**src/source/mem_pkg.sv**
```systemverilog
`default_nettype none

package mem_pkg;

    localparam int LINE_WORDS  = 8;
    localparam int CACHE_LINES = 16;
    localparam int RAM_LINES   = 256;   // 8 KiB, upper address bits ignored
    localparam int MEM_LATENCY = 3;

    localparam int WORD_LSB    = 2;
    localparam int OFFSET_W    = $clog2(LINE_WORDS);
    localparam int INDEX_W     = $clog2(CACHE_LINES);
    localparam int RAM_INDEX_W = $clog2(RAM_LINES);
    localparam int LINE_LSB    = WORD_LSB + OFFSET_W;   // index starts at bit 5
    localparam int TAG_LSB     = LINE_LSB + INDEX_W;

    typedef logic [31:0]                addr_t;
    typedef logic [31:0]                word_t;
    typedef logic [LINE_WORDS*32-1:0]   line_t;
    typedef logic [3:0]                 strb_t;
    typedef logic [31-TAG_LSB:0]        tag_t;
    typedef logic [INDEX_W-1:0]         index_t;
    typedef logic [OFFSET_W-1:0]        offset_t;
    typedef logic [RAM_INDEX_W-1:0]     ram_index_t;
    typedef logic [$clog2(MEM_LATENCY)-1:0] lat_cnt_t;

    typedef enum logic [1:0] {IDLE, LOOKUP, MISS, WRITE} cache_state_t;

    function automatic word_t line_word(line_t line, offset_t off);
        return line[int'(off) * 32 +: 32];
    endfunction

    // byte merge of one strobed word into a line
    function automatic line_t merge_word(line_t line, offset_t off, word_t data, strb_t strb);
        line_t merged;
        merged = line;
        for (int b = 0; b < $bits(strb_t); b++) begin
            if (strb[b]) begin
                merged[int'(off) * 32 + b * 8 +: 8] = data[b * 8 +: 8];
            end
        end
        return merged;
    endfunction

endpackage

`default_nettype wire

```
**src/source/mem_bus_if.sv**
```systemverilog
`timescale 1ns/10ps
`default_nettype none

interface mem_bus_if;

    logic            req;
    logic            we;
    mem_pkg::addr_t  addr;
    mem_pkg::word_t  wdata;
    mem_pkg::strb_t  wstrb;
    mem_pkg::line_t  rdata;   // valid in the ack cycle
    logic            ack;

    modport requester (
        output req,
        output we,
        output addr,
        output wdata,
        output wstrb,
        input  rdata,
        input  ack
    );

    modport memory (
        input  req,
        input  we,
        input  addr,
        input  wdata,
        input  wstrb,
        output rdata,
        output ack
    );

endinterface

`default_nettype wire

```
**src/source/dcache.sv**
```systemverilog
`timescale 1ns/10ps
`default_nettype none

module dcache (
    input  logic            clk,
    input  logic            rst_i,
    input  logic            rd_i,
    input  logic            wr_i,
    input  mem_pkg::addr_t  addr_i,
    input  mem_pkg::word_t  wdata_i,
    input  mem_pkg::strb_t  strb_i,
    output logic            valid_o,
    output mem_pkg::word_t  rdata_o,
    output logic            done_o,
    mem_bus_if.requester    mem
);

    mem_pkg::tag_t   tags  [mem_pkg::CACHE_LINES];
    mem_pkg::line_t  lines [mem_pkg::CACHE_LINES];
    logic [mem_pkg::CACHE_LINES-1:0] valid_bits;

    mem_pkg::cache_state_t state;
    mem_pkg::addr_t        addr_q;
    mem_pkg::word_t        wdata_q;
    mem_pkg::strb_t        strb_q;

    mem_pkg::index_t  idx;
    mem_pkg::offset_t off;
    mem_pkg::tag_t    tag;
    logic             hit;

    assign idx = addr_q[mem_pkg::LINE_LSB +: mem_pkg::INDEX_W];
    assign off = addr_q[mem_pkg::WORD_LSB +: mem_pkg::OFFSET_W];
    assign tag = addr_q[31:mem_pkg::TAG_LSB];
    assign hit = valid_bits[idx] && (tags[idx] == tag);

    // writes carry the word address, refills the aligned line
    assign mem.we    = (state == mem_pkg::WRITE);
    assign mem.addr  = mem.we ? addr_q
                              : {addr_q[31:mem_pkg::LINE_LSB], {mem_pkg::LINE_LSB{1'b0}}};
    assign mem.wdata = wdata_q;
    assign mem.wstrb = strb_q;

    always_ff @(posedge clk) begin
        if (rst_i) begin
            state      <= mem_pkg::IDLE;
            mem.req    <= 1'b0;
            valid_o    <= 1'b0;
            done_o     <= 1'b0;
            valid_bits <= '0;
        end else begin
            valid_o <= 1'b0;
            done_o  <= 1'b0;
            case (state)
                mem_pkg::IDLE: begin
                    if (rd_i) begin
                        state <= mem_pkg::LOOKUP;
                    end else if (wr_i) begin
                        mem.req <= 1'b1;   // write-through, straight to ram
                        state   <= mem_pkg::WRITE;
                    end
                end
                mem_pkg::LOOKUP: begin
                    if (hit) begin
                        valid_o <= 1'b1;
                        state   <= mem_pkg::IDLE;
                    end else begin
                        mem.req <= 1'b1;
                        state   <= mem_pkg::MISS;
                    end
                end
                mem_pkg::MISS: begin
                    if (mem.ack) begin
                        mem.req         <= 1'b0;
                        valid_o         <= 1'b1;
                        valid_bits[idx] <= 1'b1;
                        state           <= mem_pkg::IDLE;
                    end
                end
                mem_pkg::WRITE: begin
                    if (mem.ack) begin
                        mem.req <= 1'b0;
                        done_o  <= 1'b1;
                        state   <= mem_pkg::IDLE;
                    end
                end
                default: state <= mem_pkg::IDLE;
            endcase
        end
    end

    always_ff @(posedge clk) begin
        if (state == mem_pkg::IDLE && (rd_i || wr_i)) begin
            addr_q  <= addr_i;
            wdata_q <= wdata_i;
            strb_q  <= strb_i;
        end
        if (state == mem_pkg::LOOKUP) begin
            rdata_o <= mem_pkg::line_word(lines[idx], off);
        end
        if (state == mem_pkg::MISS && mem.ack) begin
            lines[idx] <= mem.rdata;
            tags[idx]  <= tag;
            rdata_o    <= mem_pkg::line_word(mem.rdata, off);
        end
        // no allocate on a write miss
        if (state == mem_pkg::WRITE && mem.ack && hit) begin
            lines[idx] <= mem_pkg::merge_word(lines[idx], off, wdata_q, strb_q);
        end
    end

    a_rd_wr_excl: assert property (
        @(posedge clk) disable iff (rst_i) !(rd_i && wr_i)
    );

    a_req_when_idle: assert property (
        @(posedge clk) disable iff (rst_i) (rd_i || wr_i) |-> state == mem_pkg::IDLE
    );

endmodule

`default_nettype wire

```
**src/flat_wrapper.sv**
```systemverilog
// flat-port wrapper written by rule: the top's interface ports become plain ports
module dcache_flat 
  (clk, rst_i, rd_i, wr_i, addr_i, wdata_i, strb_i, valid_o, rdata_o, done_o, mem_req, mem_we, mem_addr, mem_wdata, mem_wstrb, mem_rdata, mem_ack);
  mem_bus_if mem_i ();
  input  logic clk;
  input  logic rst_i;
  input  logic rd_i;
  input  logic wr_i;
  input  mem_pkg::addr_t addr_i;
  input  mem_pkg::word_t wdata_i;
  input  mem_pkg::strb_t strb_i;
  output logic valid_o;
  output mem_pkg::word_t rdata_o;
  output logic done_o;
  output wire logic [$bits(mem_i.req)-1:0] mem_req;
  output wire logic [$bits(mem_i.we)-1:0] mem_we;
  output wire logic [$bits(mem_i.addr)-1:0] mem_addr;
  output wire logic [$bits(mem_i.wdata)-1:0] mem_wdata;
  output wire logic [$bits(mem_i.wstrb)-1:0] mem_wstrb;
  input wire logic [$bits(mem_i.rdata)-1:0] mem_rdata;
  input wire logic [$bits(mem_i.ack)-1:0] mem_ack;
  assign mem_req = mem_i.req;
  assign mem_we = mem_i.we;
  assign mem_addr = mem_i.addr;
  assign mem_wdata = mem_i.wdata;
  assign mem_wstrb = mem_i.wstrb;
  assign mem_i.rdata = mem_rdata;
  assign mem_i.ack = mem_ack;
  dcache u_core (.clk(clk), .rst_i(rst_i), .rd_i(rd_i), .wr_i(wr_i), .addr_i(addr_i), .wdata_i(wdata_i), .strb_i(strb_i), .valid_o(valid_o), .rdata_o(rdata_o), .done_o(done_o), .mem(mem_i));
endmodule
```
**config.mk**
```make
export PLATFORM = sky130hd
export DESIGN_NAME = dcache_flat
export DESIGN_NICKNAME = d
export VERILOG_FILES = /design/src/source/mem_pkg.sv /design/src/source/mem_bus_if.sv /design/src/source/dcache.sv /design/src/flat_wrapper.sv
export SDC_FILE = /design/constraint.sdc
export NUM_CORES = 2
export LEC_CHECK = 0
export BUFFER_PORTS_ARGS = -buffer_cell sky130_fd_sc_hd__buf_2
export CAP_MARGIN = 40
export CORE_MARGIN = 2
export CORE_UTILIZATION = 55
export CTS_BUF_LIST = sky130_fd_sc_hd__clkbuf_4
export CTS_CLUSTER_DIAMETER = 120
export DETAILED_ROUTE_END_ITERATION = 10
export HOLD_SLACK_MARGIN = 0.06
export PLACE_DENSITY_LB_ADDON = 0.12
export SETUP_SLACK_MARGIN = 0.3
export SLEW_MARGIN = 20
export SYNTH_ARGS = -nofsm -noshare
export SYNTH_HDL_FRONTEND = slang
export SYNTH_MEMORY_MAX_BITS = 65536
export SYNTH_SLANG_ARGS = --single-unit
```
**constraint.sdc**
```tcl
create_clock -name clk -period 28.7 [get_ports clk]
set_input_delay 1.435 -clock clk [delete_from_list [all_inputs] [get_ports clk]]
set_output_delay 1.435 -clock clk [all_outputs]
set_load 0.01 [all_outputs]
```
==> impl_metrics.env <==
export IMPL_crit_path_start_kind="flop"
export IMPL_fin_crit_sh_pct=31.4
export IMPL_cp_common_cell="buf_4"
export IMPL_core_um2=329000
export IMPL_max_slew_margin_pct=19.2
export IMPL_synth_edff_count=4564
export IMPL_place_gp_congestion=0.857
export IMPL_track_usage_pct=33.1
export IMPL_holdBufCountCts=73
export IMPL_rsz0062_at_grt="no"
export IMPL_port_buffers=432
export IMPL_ir_drop_mv=0.0781
export IMPL_crit_arrival_ns=10.31
export IMPL_syn_avg_cell_area_um2=22.0
export IMPL_vias_per_cell=6.55
export IMPL_synth_seq_cells=4589
export IMPL_finalMaxSlewViolations=0
export IMPL_clock_path_buffers=5
export IMPL_cts_htree_levels=7
export IMPL_status="finished clean"
export IMPL_synth_top_area_share_pct=75.4
export IMPL_ys_warn_count=0
export IMPL_num_rows=211
export IMPL_post_route_min_period_ns=9.00
export IMPL_async_flop_share_pct=0
export IMPL_yosysSeqAreaShare_pct=75.7
export IMPL_ys_top_cells_by_area="edfxtp_1 75%, mux4_2 18%, nand2_1 0.97%, a21oi_1 0.69%, nor2_1 0.58%"
export IMPL_start_util_pct=55.1
export IMPL_layout_drive_gt1_share_pct=40.3
export IMPL_drv_cap=0
export IMPL_leakage_nw=68.6
export IMPL_hold_violations=0
export IMPL_power_mw=19.5
export IMPL_worstSetupEndpointType="flop"
export IMPL_clkLatencyLatePin_ns=1.71
export IMPL_wire_per_inst_um=35.8
export IMPL_netlist_area_um2=182000
export IMPL_cts_resized=0
export IMPL_nFillCells=23000
export IMPL_grt_max_degree=126
export IMPL_worst_pin_slew_ns=1.21
export IMPL_cts_buffers=1236
export IMPL_clock_sinks=4589
export IMPL_first_iter_violations=13800
export IMPL_cpPeakStageDelay_ns=0.80
export IMPL_path_clk_slew_ns=0.06
export IMPL_path_cells="buf_12, buf_4, mux4_2, a22oi_1, a21oi_1, or4_1, a211o_1, or4_1, or4_4, and2_4, nor3_4, buf_16, buf_4, buf_12, buf_4, buf_4, buf_12"
export IMPL_cts_setup_buffers=0
export IMPL_max_freq_ghz=0.111
export IMPL_hp_class="in2reg"
export IMPL_syn_nets=8588
export IMPL_setup_violations=0
export IMPL_die_width_um=579
export IMPL_totalWireLength_um=546000
export IMPL_die_h_um=579
export IMPL_clock_skew_ns=0.111
export IMPL_ios=433
export IMPL_first_pass_iters=8
export IMPL_grt_pass1_wl_um=754000
export IMPL_fin_nets=10400
export IMPL_syn_inst=8249
export IMPL_drtAntennaViolNets=0
export IMPL_crit_required_ns=30.01
export IMPL_pwr_density_cell_nw_per_um2=93.5
export IMPL_synth_distinct_cells=59
export IMPL_setup_worst_path_class="reg2reg"
export IMPL_synth_flop_cell="edfxtp_1"
export IMPL_root_buffer="clkbuf_4"
export IMPL_overflow=0
export IMPL_grt_antenna_before_repair=98
export IMPL_die_area_um2=335000
export IMPL_cp_max_fo=82
export IMPL_drcViolationCount=0
export IMPL_yosys_area_top_type="edfxtp_1"
export IMPL_cts_tree="built"
export IMPL_grt_pass1_vias=99700
export IMPL_dp_hpwl_um=324000
export IMPL_vias=99700
export IMPL_area_growth_pct=14.7
export IMPL_cp_slowest_cell="buf_4"
export IMPL_fin_setup_tns_ns=0
-- sequential cells by signal (all words and copies together), names as in the netlist, named ones only --
register           cells
u_core.done_o          1
u_core.mem.wdata      32
u_core.rdata_o        32
u_core.addr_q         32
u_core.mem.req         1
u_core.valid_bits     16
u_core.mem.wstrb       4
u_core.state           2
u_core.lines        4096
u_core.tags          368
u_core.valid_o         1
-- cell usage in the layout (no fill, tap or decap), drive strengths merged, types with 25 or more instances in the layout --
cell type / n
a21oi: 250
a22oi: 51
buf: 963
clkbuf: 1774
clkinv: 189
dfxtp: 25
diode: 82
dlygate4sd3: 73
edfxtp: 4564
inv: 35
mux2i: 98
mux4: 1474
nand2: 469
nor2: 281
nor2b: 29
o21ai: 266
-- cell usage after synthesis (5+ instances only) --
cell type and count:
clkbuf_1 273, or3_1 5, nand4_1 6, nor3_2 10, xnor2_1 8, edfxtp_1 4564, nand3_1 22, mux2_2 10
buf_6 11, nor3_1 14, and3_1 19, a22oi_1 51, nand2_1 469, a211oi_1 19, nor2_1 281, and2_1 10
a22o_1 5, inv_1 10, nor2b_1 29, dfxtp_1 25, buf_2 117, buf_4 34, nand2b_1 6, mux4_2 1474
ha_1 10, mux2i_1 98, a31oi_1 16, xor2_1 11, a221oi_1 6, a21oi_1 250, o21ai_0 85, buf_1 73
o21ai_1 181
-- worst paths after layout --
check                              from                    end  slack (ns)  cells past startpoint
hold reg to reg   u_core.valid_bits[14]  u_core.valid_bits[14]        0.47                      2
setup / recovery                   flop  u_core.lines[15][214]       19.70                     17
hold / removal           mem_rdata[163]  u_core.lines[11][163]         0.1                      3
setup reg to reg                   flop  u_core.lines[15][214]       19.70                     17
-- metrics by stage --
step,std cells,area [um^2],hold slack [ns],setup WS (ns),utilization [%]
3_5_place_dp,13000,192000,0.456,19.77,58.3
6_report,15200,208000,0.0993,19.70,63.3
2_1_floorplan,8249,182000,0.435,6.70,-
4_1_cts,15000,207000,0.0658,19.71,62.8
3_3_place_gp,12800,190000,0.444,18.17,57.6
5_1_grt,15200,208000,0.0449,19.48,63.2
-- worst max-delay path: cells and delay by family (launching register included) --
kind	cells	cell delay, ns
compound gates	3	0.70
buf+inv	8	3.73
simple gates	5	2.80
flops	1	0.67
mux	1	0.42
-- layout make-up --
cell class                      count  area [um^2]  share of cell area (%)
Inverter                           14         62.6                  0.0300
Timing Repair Buffer             1078         8760                    4.20
Sequential cell                  4589       138000                    66.0
Antenna cell                       82          205                  0.0984
Clock inverter                    230         1390                   0.667
Multi-Input combinational cell   3137        42000                    20.2
Tap cell                         4366         5460                    2.62
Clock buffer                     1732        13000                    6.24
-- routing by layer --
layer | vias to the layer above | track usage, % | share of wire, %
li1 | 39300 | - | -
met2 | 6588 | 51.7 | 48
met1 | 52600 | 43.8 | 36
met4 | 38 | 16.8 | 4.9
met5 | - | 0 | 0.049
met3 | 1143 | 8.20 | 11
-- report_power, final --
part / internal [mW] / switching, mW
sequential: 7.64 / 0.220
clock: 2.92 / 2.56
combinational: 2.65 / 3.49
-- logic make-up after synthesis --
| logic type | share of synthesized area, % |
|---|---|
| buf+inv | 1.28 |
| mux | 18.9 |
| flops | 75.7 |
| xor+xnor | 0.0916 |
| fa+ha+maj | 0.0689 |
| simple gates | 2.05 |
| compound gates | 1.92 |
No activity file was read; power rests on OpenSTA's default activity.
