`src/source/mem_pkg.sv`:
```
`default_nettype none

package mem_pkg;

    localparam int LINE_WORDS  = 8;
    localparam int CACHE_LINES = 16;
    localparam int RAM_LINES   = 256;   // 8 KiB, upper address bits ignored
    localparam int MEM_LATENCY = 3;

    localparam int WORD_LSB    = 2;
    localparam int OFFSET_W    = $clog2(LINE_WORDS);
    localparam int INDEX_W     = $clog2(CACHE_LINES);
    localparam int RAM_INDEX_W = $clog2(RAM_LINES);
    localparam int LINE_LSB    = WORD_LSB + OFFSET_W;   // index starts at bit 5
    localparam int TAG_LSB     = LINE_LSB + INDEX_W;

    typedef logic [31:0]                addr_t;
    typedef logic [31:0]                word_t;
    typedef logic [LINE_WORDS*32-1:0]   line_t;
    typedef logic [3:0]                 strb_t;
    typedef logic [31-TAG_LSB:0]        tag_t;
    typedef logic [INDEX_W-1:0]         index_t;
    typedef logic [OFFSET_W-1:0]        offset_t;
    typedef logic [RAM_INDEX_W-1:0]     ram_index_t;
    typedef logic [$clog2(MEM_LATENCY)-1:0] lat_cnt_t;

    typedef enum logic [1:0] {IDLE, LOOKUP, MISS, WRITE} cache_state_t;

    function automatic word_t line_word(line_t line, offset_t off);
        return line[int'(off) * 32 +: 32];
    endfunction

    // byte merge of one strobed word into a line
    function automatic line_t merge_word(line_t line, offset_t off, word_t data, strb_t strb);
        line_t merged;
        merged = line;
        for (int b = 0; b < $bits(strb_t); b++) begin
            if (strb[b]) begin
                merged[int'(off) * 32 + b * 8 +: 8] = data[b * 8 +: 8];
            end
        end
        return merged;
    endfunction

endpackage

`default_nettype wire

```
`src/source/mem_bus_if.sv`:
```
`timescale 1ns/10ps
`default_nettype none

interface mem_bus_if;

    logic            req;
    logic            we;
    mem_pkg::addr_t  addr;
    mem_pkg::word_t  wdata;
    mem_pkg::strb_t  wstrb;
    mem_pkg::line_t  rdata;   // valid in the ack cycle
    logic            ack;

    modport requester (
        output req,
        output we,
        output addr,
        output wdata,
        output wstrb,
        input  rdata,
        input  ack
    );

    modport memory (
        input  req,
        input  we,
        input  addr,
        input  wdata,
        input  wstrb,
        output rdata,
        output ack
    );

endinterface

`default_nettype wire

```
`src/source/icache.sv`:
```
`timescale 1ns/10ps
`default_nettype none

module icache (
    input  logic            clk,
    input  logic            rst_i,
    input  logic            req_i,
    input  mem_pkg::addr_t  addr_i,
    input  logic            flush_i,
    output logic            valid_o,
    output mem_pkg::word_t  inst_o,
    mem_bus_if.requester    mem
);

    mem_pkg::tag_t   tags  [mem_pkg::CACHE_LINES];
    mem_pkg::line_t  lines [mem_pkg::CACHE_LINES];
    logic [mem_pkg::CACHE_LINES-1:0] valid_bits;

    mem_pkg::cache_state_t state;
    mem_pkg::addr_t        addr_q;
    logic                  stale_q;   // flushed while refilling

    mem_pkg::index_t  idx;
    mem_pkg::offset_t off;
    mem_pkg::tag_t    tag;
    logic             hit;

    assign idx = addr_q[mem_pkg::LINE_LSB +: mem_pkg::INDEX_W];
    assign off = addr_q[mem_pkg::WORD_LSB +: mem_pkg::OFFSET_W];
    assign tag = addr_q[31:mem_pkg::TAG_LSB];
    assign hit = valid_bits[idx] && (tags[idx] == tag);

    // read-only port, always the aligned line
    assign mem.we    = 1'b0;
    assign mem.addr  = {addr_q[31:mem_pkg::LINE_LSB], {mem_pkg::LINE_LSB{1'b0}}};
    assign mem.wdata = '0;
    assign mem.wstrb = '0;

    always_ff @(posedge clk) begin
        if (rst_i) begin
            state      <= mem_pkg::IDLE;
            mem.req    <= 1'b0;
            valid_o    <= 1'b0;
            valid_bits <= '0;
            stale_q    <= 1'b0;
        end else begin
            valid_o <= 1'b0;
            if (flush_i) begin
                valid_bits <= '0;
            end
            case (state)
                mem_pkg::IDLE: begin
                    if (req_i) begin
                        state <= mem_pkg::LOOKUP;
                    end
                end
                mem_pkg::LOOKUP: begin
                    if (hit) begin
                        valid_o <= 1'b1;
                        state   <= mem_pkg::IDLE;
                    end else begin
                        mem.req <= 1'b1;
                        stale_q <= 1'b0;
                        state   <= mem_pkg::MISS;
                    end
                end
                mem_pkg::MISS: begin
                    if (flush_i) begin
                        stale_q <= 1'b1;
                    end
                    if (mem.ack) begin
                        mem.req <= 1'b0;
                        valid_o <= 1'b1;
                        state   <= mem_pkg::IDLE;
                        if (!stale_q && !flush_i) begin
                            valid_bits[idx] <= 1'b1;   // data still returned if stale
                        end
                    end
                end
                default: state <= mem_pkg::IDLE;
            endcase
        end
    end

    always_ff @(posedge clk) begin
        if (state == mem_pkg::IDLE && req_i) begin
            addr_q <= addr_i;
        end
        if (state == mem_pkg::LOOKUP) begin
            inst_o <= mem_pkg::line_word(lines[idx], off);
        end
        if (state == mem_pkg::MISS && mem.ack) begin
            lines[idx] <= mem.rdata;
            tags[idx]  <= tag;
            inst_o     <= mem_pkg::line_word(mem.rdata, off);
        end
    end

    // one fetch outstanding at a time
    a_req_when_idle: assert property (
        @(posedge clk) disable iff (rst_i) req_i |-> state == mem_pkg::IDLE
    );

endmodule

`default_nettype wire

```
`src/flat_wrapper.sv`:
```
// flat-port wrapper written by rule: the top's interface ports become plain ports
module icache_flat 
  (clk, rst_i, req_i, addr_i, flush_i, valid_o, inst_o, mem_req, mem_we, mem_addr, mem_wdata, mem_wstrb, mem_rdata, mem_ack);
  mem_bus_if mem_i ();
  input  logic clk;
  input  logic rst_i;
  input  logic req_i;
  input  mem_pkg::addr_t addr_i;
  input  logic flush_i;
  output logic valid_o;
  output mem_pkg::word_t inst_o;
  output wire logic [$bits(mem_i.req)-1:0] mem_req;
  output wire logic [$bits(mem_i.we)-1:0] mem_we;
  output wire logic [$bits(mem_i.addr)-1:0] mem_addr;
  output wire logic [$bits(mem_i.wdata)-1:0] mem_wdata;
  output wire logic [$bits(mem_i.wstrb)-1:0] mem_wstrb;
  input wire logic [$bits(mem_i.rdata)-1:0] mem_rdata;
  input wire logic [$bits(mem_i.ack)-1:0] mem_ack;
  assign mem_req = mem_i.req;
  assign mem_we = mem_i.we;
  assign mem_addr = mem_i.addr;
  assign mem_wdata = mem_i.wdata;
  assign mem_wstrb = mem_i.wstrb;
  assign mem_i.rdata = mem_rdata;
  assign mem_i.ack = mem_ack;
  icache u_core (.clk(clk), .rst_i(rst_i), .req_i(req_i), .addr_i(addr_i), .flush_i(flush_i), .valid_o(valid_o), .inst_o(inst_o), .mem(mem_i));
endmodule
```
`config.mk`:
```
export PLATFORM = sky130hd
export DESIGN_NAME = icache_flat
export DESIGN_NICKNAME = d
export VERILOG_FILES = /design/src/source/mem_pkg.sv /design/src/source/mem_bus_if.sv /design/src/source/icache.sv /design/src/flat_wrapper.sv
export SDC_FILE = /design/constraint.sdc
export NUM_CORES = 2
export LEC_CHECK = 0
export BUFFER_PORTS_ARGS = -buffer_cell sky130_fd_sc_hd__buf_2
export CAP_MARGIN = 0
export CORE_UTILIZATION = 62
export CTS_CLUSTER_DIAMETER = 80
export DETAILED_ROUTE_END_ITERATION = 7
export GPL_TIMING_DRIVEN = 0
export HOLD_SLACK_MARGIN = 0.03
export PLACE_DENSITY = 0.79
export SETUP_SLACK_MARGIN = 0.3
export SYNTH_ARGS = -nofsm -noshare
export SYNTH_HDL_FRONTEND = slang
export SYNTH_MEMORY_MAX_BITS = 65536
export SYNTH_SLANG_ARGS = --single-unit
export TNS_END_PERCENT = 20
```
`constraint.sdc`:
```
create_clock -name clk -period 30.2 [get_ports clk]
set_clock_uncertainty 0.2 [all_clocks]
set_input_delay 1.51 -clock clk [delete_from_list [all_inputs] [get_ports clk]]
set_output_delay 1.51 -clock clk [all_outputs]
set_load 0.03 [all_outputs]
```
==> impl_metrics.yaml <==
routing:
  first_pass_iters: 6
  avgRoutedWirePerCell_um: 46.33
  routed_wl_um: 566500
  antenna_left: 0
  via_count: 93550
  drc: 0
  first_iter_violations: 17200
  routed_via_density: 7.650
yosys:
  synth-edff-count: 4526
  synthFlopType: "edfxtp_1"
  synth_cell_types: 56
  ys_ff_latch: 4551
  avgSynthCellArea_um2: 25.51
  synthArstFlopShare: 0
  synth-simple-area-share: 0.003936
  synth_xor_area_frac: 0.001000
  synth_compound_area_frac: 0.004286
  yosys.area_share.adder: 0.0002143
  synthCells: 6866
  synth_warnings: 0
  synthMuxAreaShare: 0.1987
  synth_top_family_by_area: "multiplexers"
  seq_area_frac_synth: 0.7788
  syn_area_um2: 175200
power_and_ir_drop:
  p_sw_frac: 0.2516
  combPwrFrac: 0.118
  powerDensity_nw_per_um2: 70.52
  ir_drop_v: 0.00007215
  p_clk_frac: 0.388
  power.internal_mw: 10.62
  leakagePower_nw: 63.26
  pwr-share-seq: 0.495
  power_switching_mw: 3.572
critical_path:
  worst-path-stages: 8
  critPathMaxStageDelay_ps: 980
  crit_end: "u_core.inst_o[12]$_DFFE_PP_"
  crit_type: "reg2reg"
  cpMostUsedCell: "mux4_2"
  startpoint_type: "flop"
  r2r_slack_ps: 24070
  critPathMaxFanout: 11
  crit_chain: "buf_2 -> buf_2 -> buf_1 -> clkbuf_2 -> clkbuf_1 -> mux4_2 -> mux4_2 -> mux4_2"
  cp_data_required_time_ps: 30720
  ff2ff_path_depth: 8
  crit_family: "buffers and inverters"
  r2r-end: "u_core.inst_o[12]$_DFFE_PP_"
  cp_data_arrival_time_ps: 6650
  worst-path-buf-inv: 5
  worst_setup_path_end_kind: "flop"
  slowest_stage: "clkbuf_1"
cells_and_area:
  area_growth_syn_to_layout_pct: 14.93
  fin_nets: 8247
  fill_cells: 14430
  post_route_cells_drive_above_1_share: 0.3619
  fin_util: 0.7187
placement:
  gp_congestion: 0.8873
  hpwl_um: 324100
  io_buffers: 351
  dp_worst_setup_slack_ps: 23870
clock_network:
  clockBufferDepth: 4
  hold_buffers: 0
  cts_tree: "done"
  clk_latency_ps: 1060
  clockRootBuffer: "clkbuf_16"
  clock_sinks: 4551
  cts_buffers: 433
  post_cts_resized: 0
  cts_setup_buffers: 0
  cts.clk_slew.worst_paths_ps: 60
  htreeDepth: 5
worst_hold_path:
  hold_depth: 2
  min_path_type: "reg2reg"
floorplan:
  coreArea_um2: 280100
  start_util: 0.6253
  die_w_um: 533.5
  die_y_um: 533.5
  design.die.area_um2: 284600
  rows: 194
  num_io_pins: 396
timing:
  finalCritPeriodShare: 0.2030
  clock.fmax_ghz: 0.1632
  rsz0062_at_grt: "no"
  setup_viol: 0
  maxSlewViolCount: 22
  fin_hold_ws_ps: 298.7
  tightest_slew_ps: 1570
  min_period_ps: 6129
  timing_hold_violations_final: 0
  slew_headroom: -0.04669
  timing.final.ws_setup_ps: 24070
grt:
  gr-total-overflow: 0
  grt_max_degree: 26
  grt_pass1_vias: 92260
  grt.total_usage: 0.3976
  antenna_found_initial: 211
  grt_pass1_wl_um: 758900
status:
  status: "finished, violations left"
  violations: "max-capacitance violations, max-slew violations"
job:
  max_cap_viol_count: 3
## sequential cells by signal, summed over array words and instances, names as in the netlist, named ones only
signal             cells
u_core.lines        4096
u_core.tags          368
u_core.inst_o         32
u_core.addr_q         30
u_core.valid_bits     16
u_core.state           2
u_core.mem.req         1
u_core.stale_q         1
u_core.valid_o         1
## power groups by stage
stage               clock network [mW]  logic [mW]  registers (mW)
finish                            5.50        1.67            7.02
CTS                               5.48        1.61            7.02
global route                      5.70        1.67            7.02
floorplan                            0       0.877            7.15
global placement                     0        1.47            7.17
detailed placement                   0        1.53            7.15
## kinds of logic (layout without fill, tap and decap cells)
family                     count (synthesis)  in the layout
AOI/OAI and AO/OA                        109            109
other                                      1            225
muxes                                   1596           1596
DFF                                     4551           4551
buffers and inverters                    447           1861
adders and majority gates                  3              3
xor gates and xnor gates                  20             20
and+or+nand+nor                          139            139
## cells in the mapped netlist (2+ instances only)
library cell,n,area share
a22oi_1,2,0.000086
o31ai_1,2,0.000086
nor3_1,3,0.000086
dfxtp_1,25,0.0029
o21ai_0,8,0.00023
nand3b_1,4,0.00017
o32a_1,2,0.00011
o22ai_1,14,0.00050
a221oi_1,5,0.00025
mux2i_1,68,0.0039
xor2_1,10,0.00050
a31oi_1,8,0.00029
buf_2,127,0.0036
o221ai_1,3,0.00015
nand4_1,2,0.000071
nor2b_1,16,0.00057
buf_1,71,0.0015
xnor2_1,10,0.00050
nand3_1,12,0.00034
edfxtp_1,4526,0.78
o211ai_1,3,0.00013
buf_6,15,0.00096
a2bb2oi_1,3,0.00015
nor2_1,50,0.0011
a21oi_1,30,0.00086
nand2_1,23,0.00049
inv_1,14,0.00030
ha_1,3,0.00021
mux4_2,1503,0.19
clkbuf_1,135,0.0029
a211oi_1,14,0.00060
mux2_2,25,0.0016
buf_4,84,0.0036
o2111ai_1,4,0.00020
nand4b_1,2,0.00010
or2_2,5,0.00018
nand2b_1,13,0.00046
o2bb2ai_1,2,0.00010
nor4_1,3,0.00011
## through the flow
| stage | setup TNS [ps] | instances | area, µm² | power, mW |
|---|---|---|---|---|
| floorplan | 0 | 6907 | 175300 | 8.030 |
| global placement | -5808050 | 10980 | 181700 | 8.639 |
| detailed placement | 0 | 11240 | 186800 | 8.679 |
| CTS | 0 | 12040 | 200800 | 14.11 |
| global route | 0 | 12160 | 201100 | 14.38 |
| finish | 0 | 12230 | 201300 | 14.20 |
## routing by layer
metal | track usage | routed length (µm) | vias up
met5 | 0 | 779 | -
met4 | 0.3185 | 54410 | 122
met3 | 0.1073 | 80750 | 2632
met2 | 0.6291 | 271500 | 10640
met1 | 0.4639 | 159000 | 47670
li1 | - | - | 32480
## final cells by class
class                           count  area (µm²)  share of cell area
Clock inverter                    265        2544             0.01264
Inverter                           14       52.55           0.0002610
Buffer                            433        2242             0.01114
Tap cell                         3724        4659             0.02315
Sequential cell                  4551      136400              0.6776
Clock buffer                      540       11430             0.05680
Multi-Input combinational cell   1909       36740              0.1825
Antenna cell                      183       457.9            0.002275
Timing Repair Buffer              609        6763             0.03359
## placed cells by master, fill, tap and decap left out, types with 42 or more instances in the layout
| cell type | instances |
|---|---|
| conb_1 | 42 |
| diode_2 | 183 |
| clkbuf_1 | 215 |
| buf_1 | 67 |
| mux4_2 | 1503 |
| buf_4 | 86 |
| buf_6 | 50 |
| clkinv_2 | 77 |
| mux2i_1 | 68 |
| buf_2 | 480 |
| clkbuf_16 | 439 |
| clkinv_1 | 108 |
| buf_12 | 193 |
| edfxtp_1 | 4526 |
## worst reg2reg max path, stage by stage (launching register included)
cell and delay [ps]:
dfxtp_1 300, buf_2 250, buf_2 440, buf_1 910
clkbuf_2 930, clkbuf_1 1010, mux4_2 470, mux4_2 680
mux4_2 700
## how the worst min path moves through the flow
| stage | start | endpoint | slack, ps |
|---|---|---|---|
| final | u_core.valid_bits[2]$_SDFF_PP0_ | u_core.valid_bits[2]$_SDFF_PP0_ | 300 |
| after global routing | u_core.valid_bits[2]$_SDFF_PP0_ | u_core.valid_bits[2]$_SDFF_PP0_ | 310 |
| after CTS | u_core.valid_bits[15]$_SDFF_PP0_ | u_core.valid_bits[15]$_SDFF_PP0_ | 290 |
| after detailed placement | u_core.valid_bits[0]$_SDFF_PP0_ | u_core.valid_bits[0]$_SDFF_PP0_ | 260 |
| after global placement | u_core.valid_bits[10]$_SDFF_PP0_ | u_core.valid_bits[10]$_SDFF_PP0_ | 240 |
| after floorplan | u_core.valid_bits[10]$_SDFF_PP0_ | u_core.valid_bits[10]$_SDFF_PP0_ | 230 |
Power figures use the tool's default switching activity.
