===== src/source/mem_pkg.sv =====
`default_nettype none

package mem_pkg;

    localparam int LINE_WORDS  = 8;
    localparam int CACHE_LINES = 16;
    localparam int RAM_LINES   = 256;   // 8 KiB, upper address bits ignored
    localparam int MEM_LATENCY = 3;

    localparam int WORD_LSB    = 2;
    localparam int OFFSET_W    = $clog2(LINE_WORDS);
    localparam int INDEX_W     = $clog2(CACHE_LINES);
    localparam int RAM_INDEX_W = $clog2(RAM_LINES);
    localparam int LINE_LSB    = WORD_LSB + OFFSET_W;   // index starts at bit 5
    localparam int TAG_LSB     = LINE_LSB + INDEX_W;

    typedef logic [31:0]                addr_t;
    typedef logic [31:0]                word_t;
    typedef logic [LINE_WORDS*32-1:0]   line_t;
    typedef logic [3:0]                 strb_t;
    typedef logic [31-TAG_LSB:0]        tag_t;
    typedef logic [INDEX_W-1:0]         index_t;
    typedef logic [OFFSET_W-1:0]        offset_t;
    typedef logic [RAM_INDEX_W-1:0]     ram_index_t;
    typedef logic [$clog2(MEM_LATENCY)-1:0] lat_cnt_t;

    typedef enum logic [1:0] {IDLE, LOOKUP, MISS, WRITE} cache_state_t;

    function automatic word_t line_word(line_t line, offset_t off);
        return line[int'(off) * 32 +: 32];
    endfunction

    // byte merge of one strobed word into a line
    function automatic line_t merge_word(line_t line, offset_t off, word_t data, strb_t strb);
        line_t merged;
        merged = line;
        for (int b = 0; b < $bits(strb_t); b++) begin
            if (strb[b]) begin
                merged[int'(off) * 32 + b * 8 +: 8] = data[b * 8 +: 8];
            end
        end
        return merged;
    endfunction

endpackage

`default_nettype wire


===== src/source/mem_bus_if.sv =====
`timescale 1ns/10ps
`default_nettype none

interface mem_bus_if;

    logic            req;
    logic            we;
    mem_pkg::addr_t  addr;
    mem_pkg::word_t  wdata;
    mem_pkg::strb_t  wstrb;
    mem_pkg::line_t  rdata;   // valid in the ack cycle
    logic            ack;

    modport requester (
        output req,
        output we,
        output addr,
        output wdata,
        output wstrb,
        input  rdata,
        input  ack
    );

    modport memory (
        input  req,
        input  we,
        input  addr,
        input  wdata,
        input  wstrb,
        output rdata,
        output ack
    );

endinterface

`default_nettype wire


===== src/source/mem_arbiter.sv =====
`timescale 1ns/10ps
`default_nettype none

module mem_arbiter (
    input  logic         clk,
    input  logic         rst_i,
    mem_bus_if.memory    ic,
    mem_bus_if.memory    dc,
    mem_bus_if.requester ram
);

    logic busy;     // grant held until ram ack
    logic owner;    // 0 icache, 1 dcache
    logic last;

    always_ff @(posedge clk) begin
        if (rst_i) begin
            busy  <= 1'b0;
            owner <= 1'b0;
            last  <= 1'b1;   // icache wins the first tie
        end else if (!busy) begin
            if (ic.req && dc.req) begin
                busy  <= 1'b1;
                owner <= ~last;
            end else if (ic.req || dc.req) begin
                busy  <= 1'b1;
                owner <= dc.req;
            end
        end else if (ram.ack) begin
            busy <= 1'b0;
            last <= owner;
        end
    end

    assign ram.req   = busy & (owner ? dc.req : ic.req);
    assign ram.we    = owner ? dc.we    : ic.we;
    assign ram.addr  = owner ? dc.addr  : ic.addr;
    assign ram.wdata = owner ? dc.wdata : ic.wdata;
    assign ram.wstrb = owner ? dc.wstrb : ic.wstrb;

    assign ic.ack   = busy & ~owner & ram.ack;
    assign dc.ack   = busy &  owner & ram.ack;
    assign ic.rdata = (busy && !owner) ? ram.rdata : '0;
    assign dc.rdata = (busy &&  owner) ? ram.rdata : '0;

    // ram only acks a live granted request
    a_ack_on_req: assert property (
        @(posedge clk) disable iff (rst_i) ram.ack |-> ram.req
    );

    // granted requester keeps its fields until the ack
    a_addr_stable: assert property (
        @(posedge clk) disable iff (rst_i) ram.req && !ram.ack |=> $stable(ram.addr)
    );

endmodule

`default_nettype wire


===== src/flat_wrapper.sv =====
// flat-port wrapper written by rule: the top's interface ports become plain ports
module mem_arbiter_flat 
  (clk, rst_i, ic_req, ic_we, ic_addr, ic_wdata, ic_wstrb, ic_rdata, ic_ack, dc_req, dc_we, dc_addr, dc_wdata, dc_wstrb, dc_rdata, dc_ack, ram_req, ram_we, ram_addr, ram_wdata, ram_wstrb, ram_rdata, ram_ack);
  mem_bus_if ic_i ();
  mem_bus_if dc_i ();
  mem_bus_if ram_i ();
  input  logic clk;
  input  logic rst_i;
  input wire logic [$bits(ic_i.req)-1:0] ic_req;
  input wire logic [$bits(ic_i.we)-1:0] ic_we;
  input wire logic [$bits(ic_i.addr)-1:0] ic_addr;
  input wire logic [$bits(ic_i.wdata)-1:0] ic_wdata;
  input wire logic [$bits(ic_i.wstrb)-1:0] ic_wstrb;
  output wire logic [$bits(ic_i.rdata)-1:0] ic_rdata;
  output wire logic [$bits(ic_i.ack)-1:0] ic_ack;
  input wire logic [$bits(dc_i.req)-1:0] dc_req;
  input wire logic [$bits(dc_i.we)-1:0] dc_we;
  input wire logic [$bits(dc_i.addr)-1:0] dc_addr;
  input wire logic [$bits(dc_i.wdata)-1:0] dc_wdata;
  input wire logic [$bits(dc_i.wstrb)-1:0] dc_wstrb;
  output wire logic [$bits(dc_i.rdata)-1:0] dc_rdata;
  output wire logic [$bits(dc_i.ack)-1:0] dc_ack;
  output wire logic [$bits(ram_i.req)-1:0] ram_req;
  output wire logic [$bits(ram_i.we)-1:0] ram_we;
  output wire logic [$bits(ram_i.addr)-1:0] ram_addr;
  output wire logic [$bits(ram_i.wdata)-1:0] ram_wdata;
  output wire logic [$bits(ram_i.wstrb)-1:0] ram_wstrb;
  input wire logic [$bits(ram_i.rdata)-1:0] ram_rdata;
  input wire logic [$bits(ram_i.ack)-1:0] ram_ack;
  assign ic_i.req = ic_req;
  assign ic_i.we = ic_we;
  assign ic_i.addr = ic_addr;
  assign ic_i.wdata = ic_wdata;
  assign ic_i.wstrb = ic_wstrb;
  assign ic_rdata = ic_i.rdata;
  assign ic_ack = ic_i.ack;
  assign dc_i.req = dc_req;
  assign dc_i.we = dc_we;
  assign dc_i.addr = dc_addr;
  assign dc_i.wdata = dc_wdata;
  assign dc_i.wstrb = dc_wstrb;
  assign dc_rdata = dc_i.rdata;
  assign dc_ack = dc_i.ack;
  assign ram_req = ram_i.req;
  assign ram_we = ram_i.we;
  assign ram_addr = ram_i.addr;
  assign ram_wdata = ram_i.wdata;
  assign ram_wstrb = ram_i.wstrb;
  assign ram_i.rdata = ram_rdata;
  assign ram_i.ack = ram_ack;
  mem_arbiter u_core (.clk(clk), .rst_i(rst_i), .ic(ic_i), .dc(dc_i), .ram(ram_i));
endmodule

===== config.mk =====
export PLATFORM = sky130hd
export DESIGN_NAME = mem_arbiter_flat
export DESIGN_NICKNAME = d
export VERILOG_FILES = /design/src/source/mem_pkg.sv /design/src/source/mem_bus_if.sv /design/src/source/mem_arbiter.sv /design/src/flat_wrapper.sv
export SDC_FILE = /design/constraint.sdc
export NUM_CORES = 1
export LEC_CHECK = 0
export BUFFER_PORTS_ARGS = -buffer_cell sky130_fd_sc_hd__buf_4
export CAP_MARGIN = 20
export CORE_AREA = 3 3 386 388
export DETAILED_ROUTE_END_ITERATION = 10
export DIE_AREA = 0 0 389 391
export GPL_TIMING_DRIVEN = 1
export PLACE_DENSITY = 0.33
export SLEW_MARGIN = 20
export SYNTH_ARGS = -nofsm -noshare
export SYNTH_HDL_FRONTEND = slang
export SYNTH_SLANG_ARGS = --single-unit

===== constraint.sdc =====
create_clock -name clk -period 1.6 [get_ports clk]
set_input_delay 0.16 -clock clk [delete_from_list [all_inputs] [get_ports clk]]
set_output_delay 0.16 -clock clk [all_outputs]
set_load 0.02 [all_outputs]

==> run summary, run 1 <==
status: complete, but fails checks
violated checks: setup timing
worst reg2reg path endpoint: u_core.last
WHS Endpoint: u_core.busy
proportion of layout cells with a drive suffix above 1: 72.3%
Period minus WS final: 1.76 ns
most common cell after layout, fill and taps aside: buf_4
cts bufs inserted: 3
worst reg2reg path depth: 4
final setup violating endpoints: 534
Starting Density: 3.16%
GRT overflow: 0
Die ar.: 152000 sq um
Post-Synthesis Cells: 692
Mapped Area: 4600 sq um
Avg Inst Size Synth: 6.65 sq um
CP Data Arrival Time: 1.60 ns
hold depth: 2
GP Congestion: 0.918
largest net degree at the start of global routing: 72
Hold Fails Final Rpt: 0
CTS tree: done
hold wc startpoint: rst_i
routed length per placed instance: 29.0 um
die height: 391 um
Pre-antenna DRT Iters: 5
Util after Layout: 10.8%
RSZ-0062 raised after global routing: yes
fmax: 0.568 GHz
Clock Sinks: 3
WL final: 104000 um
remaining antenna violation count: 0
I/O Pins: 983
vias in the first global route: 9477
skew final: 0.00163 ns
Worst EP required: 1.44 ns
total power: 0.00586 W
Mapped Nets: 1091
Crit. Startpoint: u_core.owner
Tot GR Track Use: 12.4%
H-tree levels: 1
startpoint types: flip-flop
number of max-cap violations: 0
Tightest Pin Transition: 0.330 ns
Setup WS post-layout: -0.160 ns
IR drop worst, VDD: 387 uV
Max Slew Vio Count: 0
Ys Warns: 0
routed vias/inst: 2.68
flop2flop setup slack: 0.18 ns
DP HPWL: 93800 um
Yosys cell types: 21
Worst-path clk slew: 0.03 ns
Max Fanout on Critical Path: 9
R2R Path Start: u_core.busy
first-pass GRT wire length: 121000 um
Residual DRC: 0
crit share post-route: 110%
Largest delay share family, worst path: buffers and inverters
root buf cell: clkbuf_16
Critical Path Max Stage Delay: 0.37 ns
Via Count: 9633
clk buf depth: 2
pre-CTS WS: 0.0118 ns
DR iter-0 viols: 539
setup TNS: -47.05 ns
Worst setup EP type: output port
nets@finish: 2060
PortBufs: 982
die extent in x: 389 um
Seq cells post-synth: 3
standard-cell row count: 140
WS Path Type: flip-flop to output port
most frequent cells in the layout: 915 x buf_4, 254 x and3_1, 191 x and2_1
initial antenna violation count: 74
CP bufs+invs: 4
Area growth syn-to-layout: 243%
LEAKAGE: 8.42 nW
power per cell area: 371 nW/um^2
core area: 146000 sq um
worst skew pair latency: 0.22 ns
sequential area share after synthesis: 1.31%
Post-CTS Hold Fix Bufs: 0
HP Class: input pin to flip-flop
slew margin rel.: 78.0%
crit-path cells: nor2b_4, buf_12, buf_16, clkbuf_16, and2_1, buf_4
Critical-path top delay cell: dfxtp_4
## power by group
group	leakage (nW)	switching, W	internal (W)
clock network	0.0383	0.0000697	0.000329
logic	8.35	0.00285	0.00253
registers	0.0261	0.00000868	0.0000810
total	8.42	0.00293	0.00294
## cells in the mapped netlist
cell type / instances / area share (%)
clkbuf_1: 52 / 4.2
buf_2: 8 / 0.87
and2_1: 256 / 35
mux2i_1: 1 / 0.22
inv_1: 1 / 0.081
mux2_2: 69 / 17
a211o_1: 1 / 0.19
nor2b_4: 1 / 0.30
and3_1: 257 / 35
a21oi_1: 1 / 0.11
buf_6: 9 / 2.2
nor2_1: 1 / 0.081
dfxtp_1: 3 / 1.3
a211oi_1: 1 / 0.16
nor3_1: 1 / 0.11
clkbuf_2: 21 / 2.3
nand3b_1: 1 / 0.16
buf_4: 4 / 0.65
o21ai_0: 1 / 0.11
nand2_1: 2 / 0.16
nor2b_1: 1 / 0.14
## metrics by stage
stage          instance area [sq um]  hold slack [ns]  instances
3_5_place_dp                   14500            0.364       3543
6_report                       15800            0.140       3594
2_1_floorplan                   4600            0.229        692
5_1_grt                        15800            0.141       3580
4_1_cts                        14800            0.131       3553
3_3_place_gp                   14500            0.365       3543
## cell type report
| class | instances | area [sq um] |
|---|---|---|
| Clock buffer | 4 | 78.8 |
| Fill cell | 17100 | 130000 |
| Multi-Input combinational cell | 594 | 4260 |
| Antenna cell | 17 | 42.5 |
| Inverter | 1 | 3.75 |
| Timing Repair Buffer | 1058 | 8940 |
| Tap cell | 1917 | 2400 |
| Sequential cell | 3 | 67.6 |
## worst max-delay path by stage
stage | end | slack [ns] | cells past startpoint
after floorplan | ram_addr[0] | 0.36 | 4
after global placement | ic_rdata[86] | 0.001 | 5
after detailed placement | ic_rdata[242] | 0.01 | 5
after CTS | ram_wdata[5] | -0.19 | 4
after global routing | ic_rdata[157] | -0.20 | 6
final | ic_rdata[66] | -0.16 | 6
## registers in the layout (all words and copies together) (netlist names)
signal and flops:
u_core.busy 1, u_core.last 1, u_core.owner 1
## metal layers
| metal | global-route usage, % | share of wire [%] |
|---|---|---|
| met5 | 0 | 0.14 |
| met4 | 0.644 | 1.3 |
| met3 | 7.13 | 13 |
| met2 | 21.3 | 48 |
| met1 | 13.7 | 38 |
## logic make-up (layout without fill, tap and decap cells)
kind of cell,after synthesis,count (layout),share of synthesized area [%]
muxes,70,70,17.1
and+or+nand+nor,520,520,70.7
DFF,3,3,1.31
buffers and inverters,95,1063,10.3
other,0,17,0
AOI/OAI and AO/OA,4,4,0.571
## what timing repair did
action,in CTS,in global routing
gates cloned,3,15
pin swaps,2,12
setup buffers,3,11
setup endpoints to repair,505,559
gates resized for setup,53,154
(Power assumes the default switching activity.)
==> run 2: changes to the inputs <==
--- a/config.mk
+++ b/config.mk
@@ -5,9 +5,10 @@
 export SDC_FILE = /design/constraint.sdc
 export NUM_CORES = 1
 export LEC_CHECK = 0
+export ABC_CLOCK_PERIOD_IN_PS = 1600
 export BUFFER_PORTS_ARGS = -buffer_cell sky130_fd_sc_hd__buf_4
-export CAP_MARGIN = 20
 export CORE_AREA = 3 3 386 388
+export CTS_BUF_LIST = sky130_fd_sc_hd__clkbuf_2 sky130_fd_sc_hd__clkbuf_4 sky130_fd_sc_hd__clkbuf_8
 export DETAILED_ROUTE_END_ITERATION = 10
 export DIE_AREA = 0 0 389 391
 export GPL_TIMING_DRIVEN = 1
==> run 2 against run 1 <==
Effect of this change: the flow still finishes with violations (setup timing); register-to-register slack is essentially flat; sequential power is essentially flat; via count grew 0.24%; setup slack lost 0.0016 ns; maximum frequency is essentially flat.
==> run summary, run 2 (synthesis results as in run 1) <==
status: complete, but fails checks
violated checks: setup timing
Worst setup EP type: output port
LEAKAGE: 8.36 nW
PortBufs: 982
CTS tree: done
Hold Fails Final Rpt: 0
RSZ-0062 raised after global routing: yes
R2R Path Start: u_core.busy
Max Fanout on Critical Path: 14
vias in the first global route: 9473
IR drop worst, VDD: 275 uV
most common cell after layout, fill and taps aside: buf_4
routed length per placed instance: 29.0 um
WS Path Type: flip-flop to output port
core area: 146000 sq um
remaining antenna violation count: 0
Post-Layout Inst Area: 15600 sq um
GRT overflow: 0
# fillers: 17200
total power: 0.00566 W
Crit path top cell by count: clkbuf_16
HP Class: input pin to flip-flop
GP Congestion: 0.918
slew margin rel.: 78.1%
cts bufs inserted: 3
largest net degree at the start of global routing: 72
Via Count: 9656
crit-path cells: nor2b_4, buf_12, clkbuf_16, clkbuf_16, and2_1, buf_6
Area growth syn-to-layout: 240%
crit share post-route: 110%
Tot GR Track Use: 12.4%
hold wc startpoint: rst_i
Tightest Pin Transition: 0.329 ns
final setup violating endpoints: 523
most frequent cells in the layout: 931 x buf_4, 256 x and3_1, 204 x and2_1
Worst-path clk slew: 0.03 ns
initial antenna violation count: 73
pre-CTS WS: 0.0118 ns
CP Data Arrival Time: 1.60 ns
Pre-antenna DRT Iters: 5
Residual DRC: 0
DP HPWL: 93800 um
hold depth: 2
fmax: 0.568 GHz
placed cell count: 3543
H-tree levels: 1
I/O Pins: 983
worst reg2reg path depth: 4
Starting Density: 3.16%
Worst EP required: 1.44 ns
worst skew pair latency: 0.22 ns
die extent in x: 389 um
Util after Layout: 10.7%
Period minus WS final: 1.76 ns
power per cell area: 362 nW/um^2
Clock Sinks: 3
routed vias/inst: 2.69
number of max-cap violations: 0
Non-Filler Instances: 3592
standard-cell row count: 140
proportion of layout cells with a drive suffix above 1: 71.5%
WL final: 104000 um
biggest regs: u_core.busy (1), u_core.last (1), u_core.owner (1)
nets@finish: 2059
placed instance area: 14500 sq um
Setup WS post-layout: -0.162 ns
Max Slew Vio Count: 0
Post-CTS Hold Fix Bufs: 0
Crit. Startpoint: u_core.owner
WHS Endpoint: u_core.owner
Critical-path top delay cell: dfxtp_4
area of the multi-input gates: 4230 sq um
DR iter-0 viols: 538
worst reg2reg path endpoint: u_core.last
skew final: 0.00309 ns
startpoint types: flip-flop
Die ar.: 152000 sq um
root buf cell: clkbuf_8
first-pass GRT wire length: 121000 um
die height: 391 um
flop2flop setup slack: 0.17 ns
clk buf depth: 2
Critical Path Max Stage Delay: 0.37 ns
Storage cell area: 67.6 sq um
[run 2: routing by layer]
layer / vias to the layer above / part of all wire (%) / GRT usage, %
li1: 4309 / - / -
met1: 4592 / 38 / 13.7
met2: 609 / 48 / 21.3
met3: 124 / 13 / 7.13
met4: 22 / 1.2 / 0.644
met5: - / 0.14 / 0
[run 2: layout make-up]
cell class                      instances  share of cell area (%)
Inverter                                1                  0.0240
Multi-Input combinational cell        594                    27.0
Sequential cell                         3                   0.432
Timing Repair Buffer                 1057                    56.6
Antenna cell                           16                   0.256
Tap cell                             1917                    15.3
Clock buffer                            4                   0.312
[run 2: what timing repair did]
action,4_1_cts,5_1_grt
cloned,3,14
setup endpoints to repair,498,554
setup buffers,3,11
pin swaps,1,27
resized for setup,53,121
[run 2: power breakdown]
group / internal, W / total, W / switching, W / leakage, nW
Combinational: 0.00249 / 0.00532 / 0.00284 / 8.31
Clock: 0.000187 / 0.000242 / 0.0000552 / 0.0263
Sequential: 0.0000809 / 0.0000895 / 0.00000856 / 0.0261
[run 2: how the worst max path moves through the flow]
stage               endpoint  slack [ns]
2_1_floorplan    ram_addr[0]        0.36
3_3_place_gp    ic_rdata[86]       0.001
3_5_place_dp   ic_rdata[242]        0.01
4_1_cts         ram_wdata[5]       -0.19
5_1_grt        ic_rdata[132]       -0.21
6_report       ic_rdata[132]       -0.16
[run 2: critical path, delay by kind of cell (launching register included)]
kind / cells / cell delay [ns]
AND/OR/NAND/NOR: 2 / 0.28
buffers and inverters: 4 / 0.71
flip-flops: 1 / 0.37
[run 2: per-stage QoR]
| step | setup TNS [ns] | hold slack, ns |
|---|---|---|
| after global routing | -76.81 | 0.142 |
| after global placement | 0 | 0.365 |
| after floorplan | 0 | 0.229 |
| after detailed placement | 0 | 0.364 |
| final | -45.30 | 0.146 |
| after CTS | -50.65 | 0.134 |
==> run 3: changes to the inputs <==
==> constraint.sdc (replaced) <==
create_clock -name clk -period 1.6 [get_ports clk]
set_input_delay 0.32 -clock clk [delete_from_list [all_inputs] [get_ports clk]]
set_output_delay 0.32 -clock clk [all_outputs]
set_load 0.02 [all_outputs]
==> run 3 against run 2 <==
Effect of this change: the flow still finishes with violations (setup timing); utilization down 0.17 points; largest power group unchanged; cell count up 0.17%; largest cell class unchanged; clock power down 2%; sequential cell count unchanged; critical endpoint is now ic_rdata[89].
==> run summary, run 3 (synthesis results as in run 1) <==
crit share post-route: 119%
routed vias/inst: 2.72
Clock Sinks: 3
DP HPWL: 94600 um
Net Switching: 0.00280 W
Setup WS post-layout: -0.297 ns
Largest delay share family, worst path: buffers and inverters
nets@finish: 2059
skew final: 0.00111 ns
Hold Fails Final Rpt: 0
Crit. Startpoint: u_core.busy
startpoint types: flip-flop
RSZ-0062 raised after global routing: yes
clk buf depth: 2
violated checks: setup timing
Via Count: 9782
crit-path cells: nor2b_4, buf_4, buf_12, clkbuf_16, and2_1, buf_4
Critical-path top delay cell: dfxtp_4
status: complete, but fails checks
hold wc startpoint: rst_i
Gate power share: 94.0%
power per cell area: 355 nW/um^2
GRT overflow: 0
Non-Filler Instances: 3598
Starting Density: 3.16%
CTS tree: done
I/O Pins: 983
WL final: 103000 um
WS Path Type: flip-flop to output port
initial antenna violation count: 70
Area growth syn-to-layout: 235%
final setup violating endpoints: 583
PortBufs: 982
Critical Path Max Stage Delay: 0.34 ns
Worst-path clk slew: 0.03 ns
flop2flop setup slack: 0.32 ns
first-pass GRT wire length: 122000 um
CP Data Arrival Time: 1.58 ns
die height: 391 um
Crit path top cell by count: buf_4
Die ar.: 152000 sq um
Clock power frac: 4.4%
GP Congestion: 0.908
Reg power frac: 1.6%
LEAKAGE: 8.27 nW
number of max-cap violations: 0
total power: 0.00546 W
Tot GR Track Use: 12.5%
largest net degree at the start of global routing: 71
core area: 146000 sq um
IR drop worst, VDD: 227 uV
CP bufs+invs: 4
R2R Path Start: u_core.owner
cts bufs inserted: 3
Hold Slack: 0.292 ns
slew margin rel.: 74.8%
HP Class: input pin to flip-flop
die extent in x: 389 um
Period minus WS final: 1.90 ns
Residual DRC: 0
vias in the first global route: 9678
root buf cell: clkbuf_8
most common cell after layout, fill and taps aside: buf_4
Pre-antenna DRT Iters: 5
Max Fanout on Critical Path: 15
DR iter-0 viols: 451
Sw Ratio: 51.2%
biggest regs: u_core.busy (1), u_core.last (1), u_core.owner (1)
standard-cell row count: 140
Worst EP required: 1.28 ns
H-tree levels: 1
worst skew pair latency: 0.22 ns
placed instance area: 14500 sq um
Max Slew Vio Count: 0
proportion of layout cells with a drive suffix above 1: 70.5%
remaining antenna violation count: 0
placed cell count: 3552
fmax: 0.527 GHz
routed length per placed instance: 28.6 um
Internal Power: 0.00266 W
most frequent cells in the layout: 962 x buf_4, 256 x and3_1, 220 x and2_1
Worst setup EP type: output port
Tightest Pin Transition: 0.378 ns
Post-Layout Inst Area: 15400 sq um
-- run 3: final cells by class --
type                            count  area [sq um]
Fill cell                       17200        130000
Timing Repair Buffer             1057          8620
Multi-Input combinational cell    594          4200
Tap cell                         1917          2400
Sequential cell                     3          67.6
Antenna cell                       22          55.1
Clock buffer                        4          48.8
Inverter                            1          3.75
-- run 3: stage by stage --
| step | worst slack, ns | TNS (ns) | util, % |
|---|---|---|---|
| after floorplan | 0.201 | 0 | - |
| after global placement | -0.144 | -18.47 | 9.94 |
| after detailed placement | -0.157 | -24.03 | 9.94 |
| after CTS | -0.321 | -129.35 | 10.2 |
| after global routing | -0.373 | -159.16 | 10.5 |
| final | -0.297 | -117.68 | 10.6 |
-- run 3: power groups by stage --
stage,registers [W],logic (W),clock network (W)
global placement,0.0000891,0.00475,0
CTS,0.0000882,0.00496,0.000245
detailed placement,0.0000893,0.00474,0
global route,0.0000891,0.00539,0.000253
floorplan,0.0000847,0.00190,0
finish,0.0000886,0.00513,0.000238
-- run 3: final timing paths --
kind,endpoint,cells after the start
min reg2reg,u_core.last,1
max,ic_rdata[89],6
max reg2reg,u_core.last,4
min,u_core.owner,2
-- run 3: per-layer routing --
metal	global-route usage (%)	up-vias	part of all wire, %
li1	-	4301	-
met3	6.51	128	12
met5	0	-	0.17
met2	21.5	624	48
met4	1.09	26	1.3
met1	14.1	4703	38
-- run 3: timing repair --
action,CTS,global route
setup buffers,8,7
gates resized for setup,57,90
setup endpoints to repair,583,584
pin swaps,0,18
cloned,2,6
hold buffers,0,0
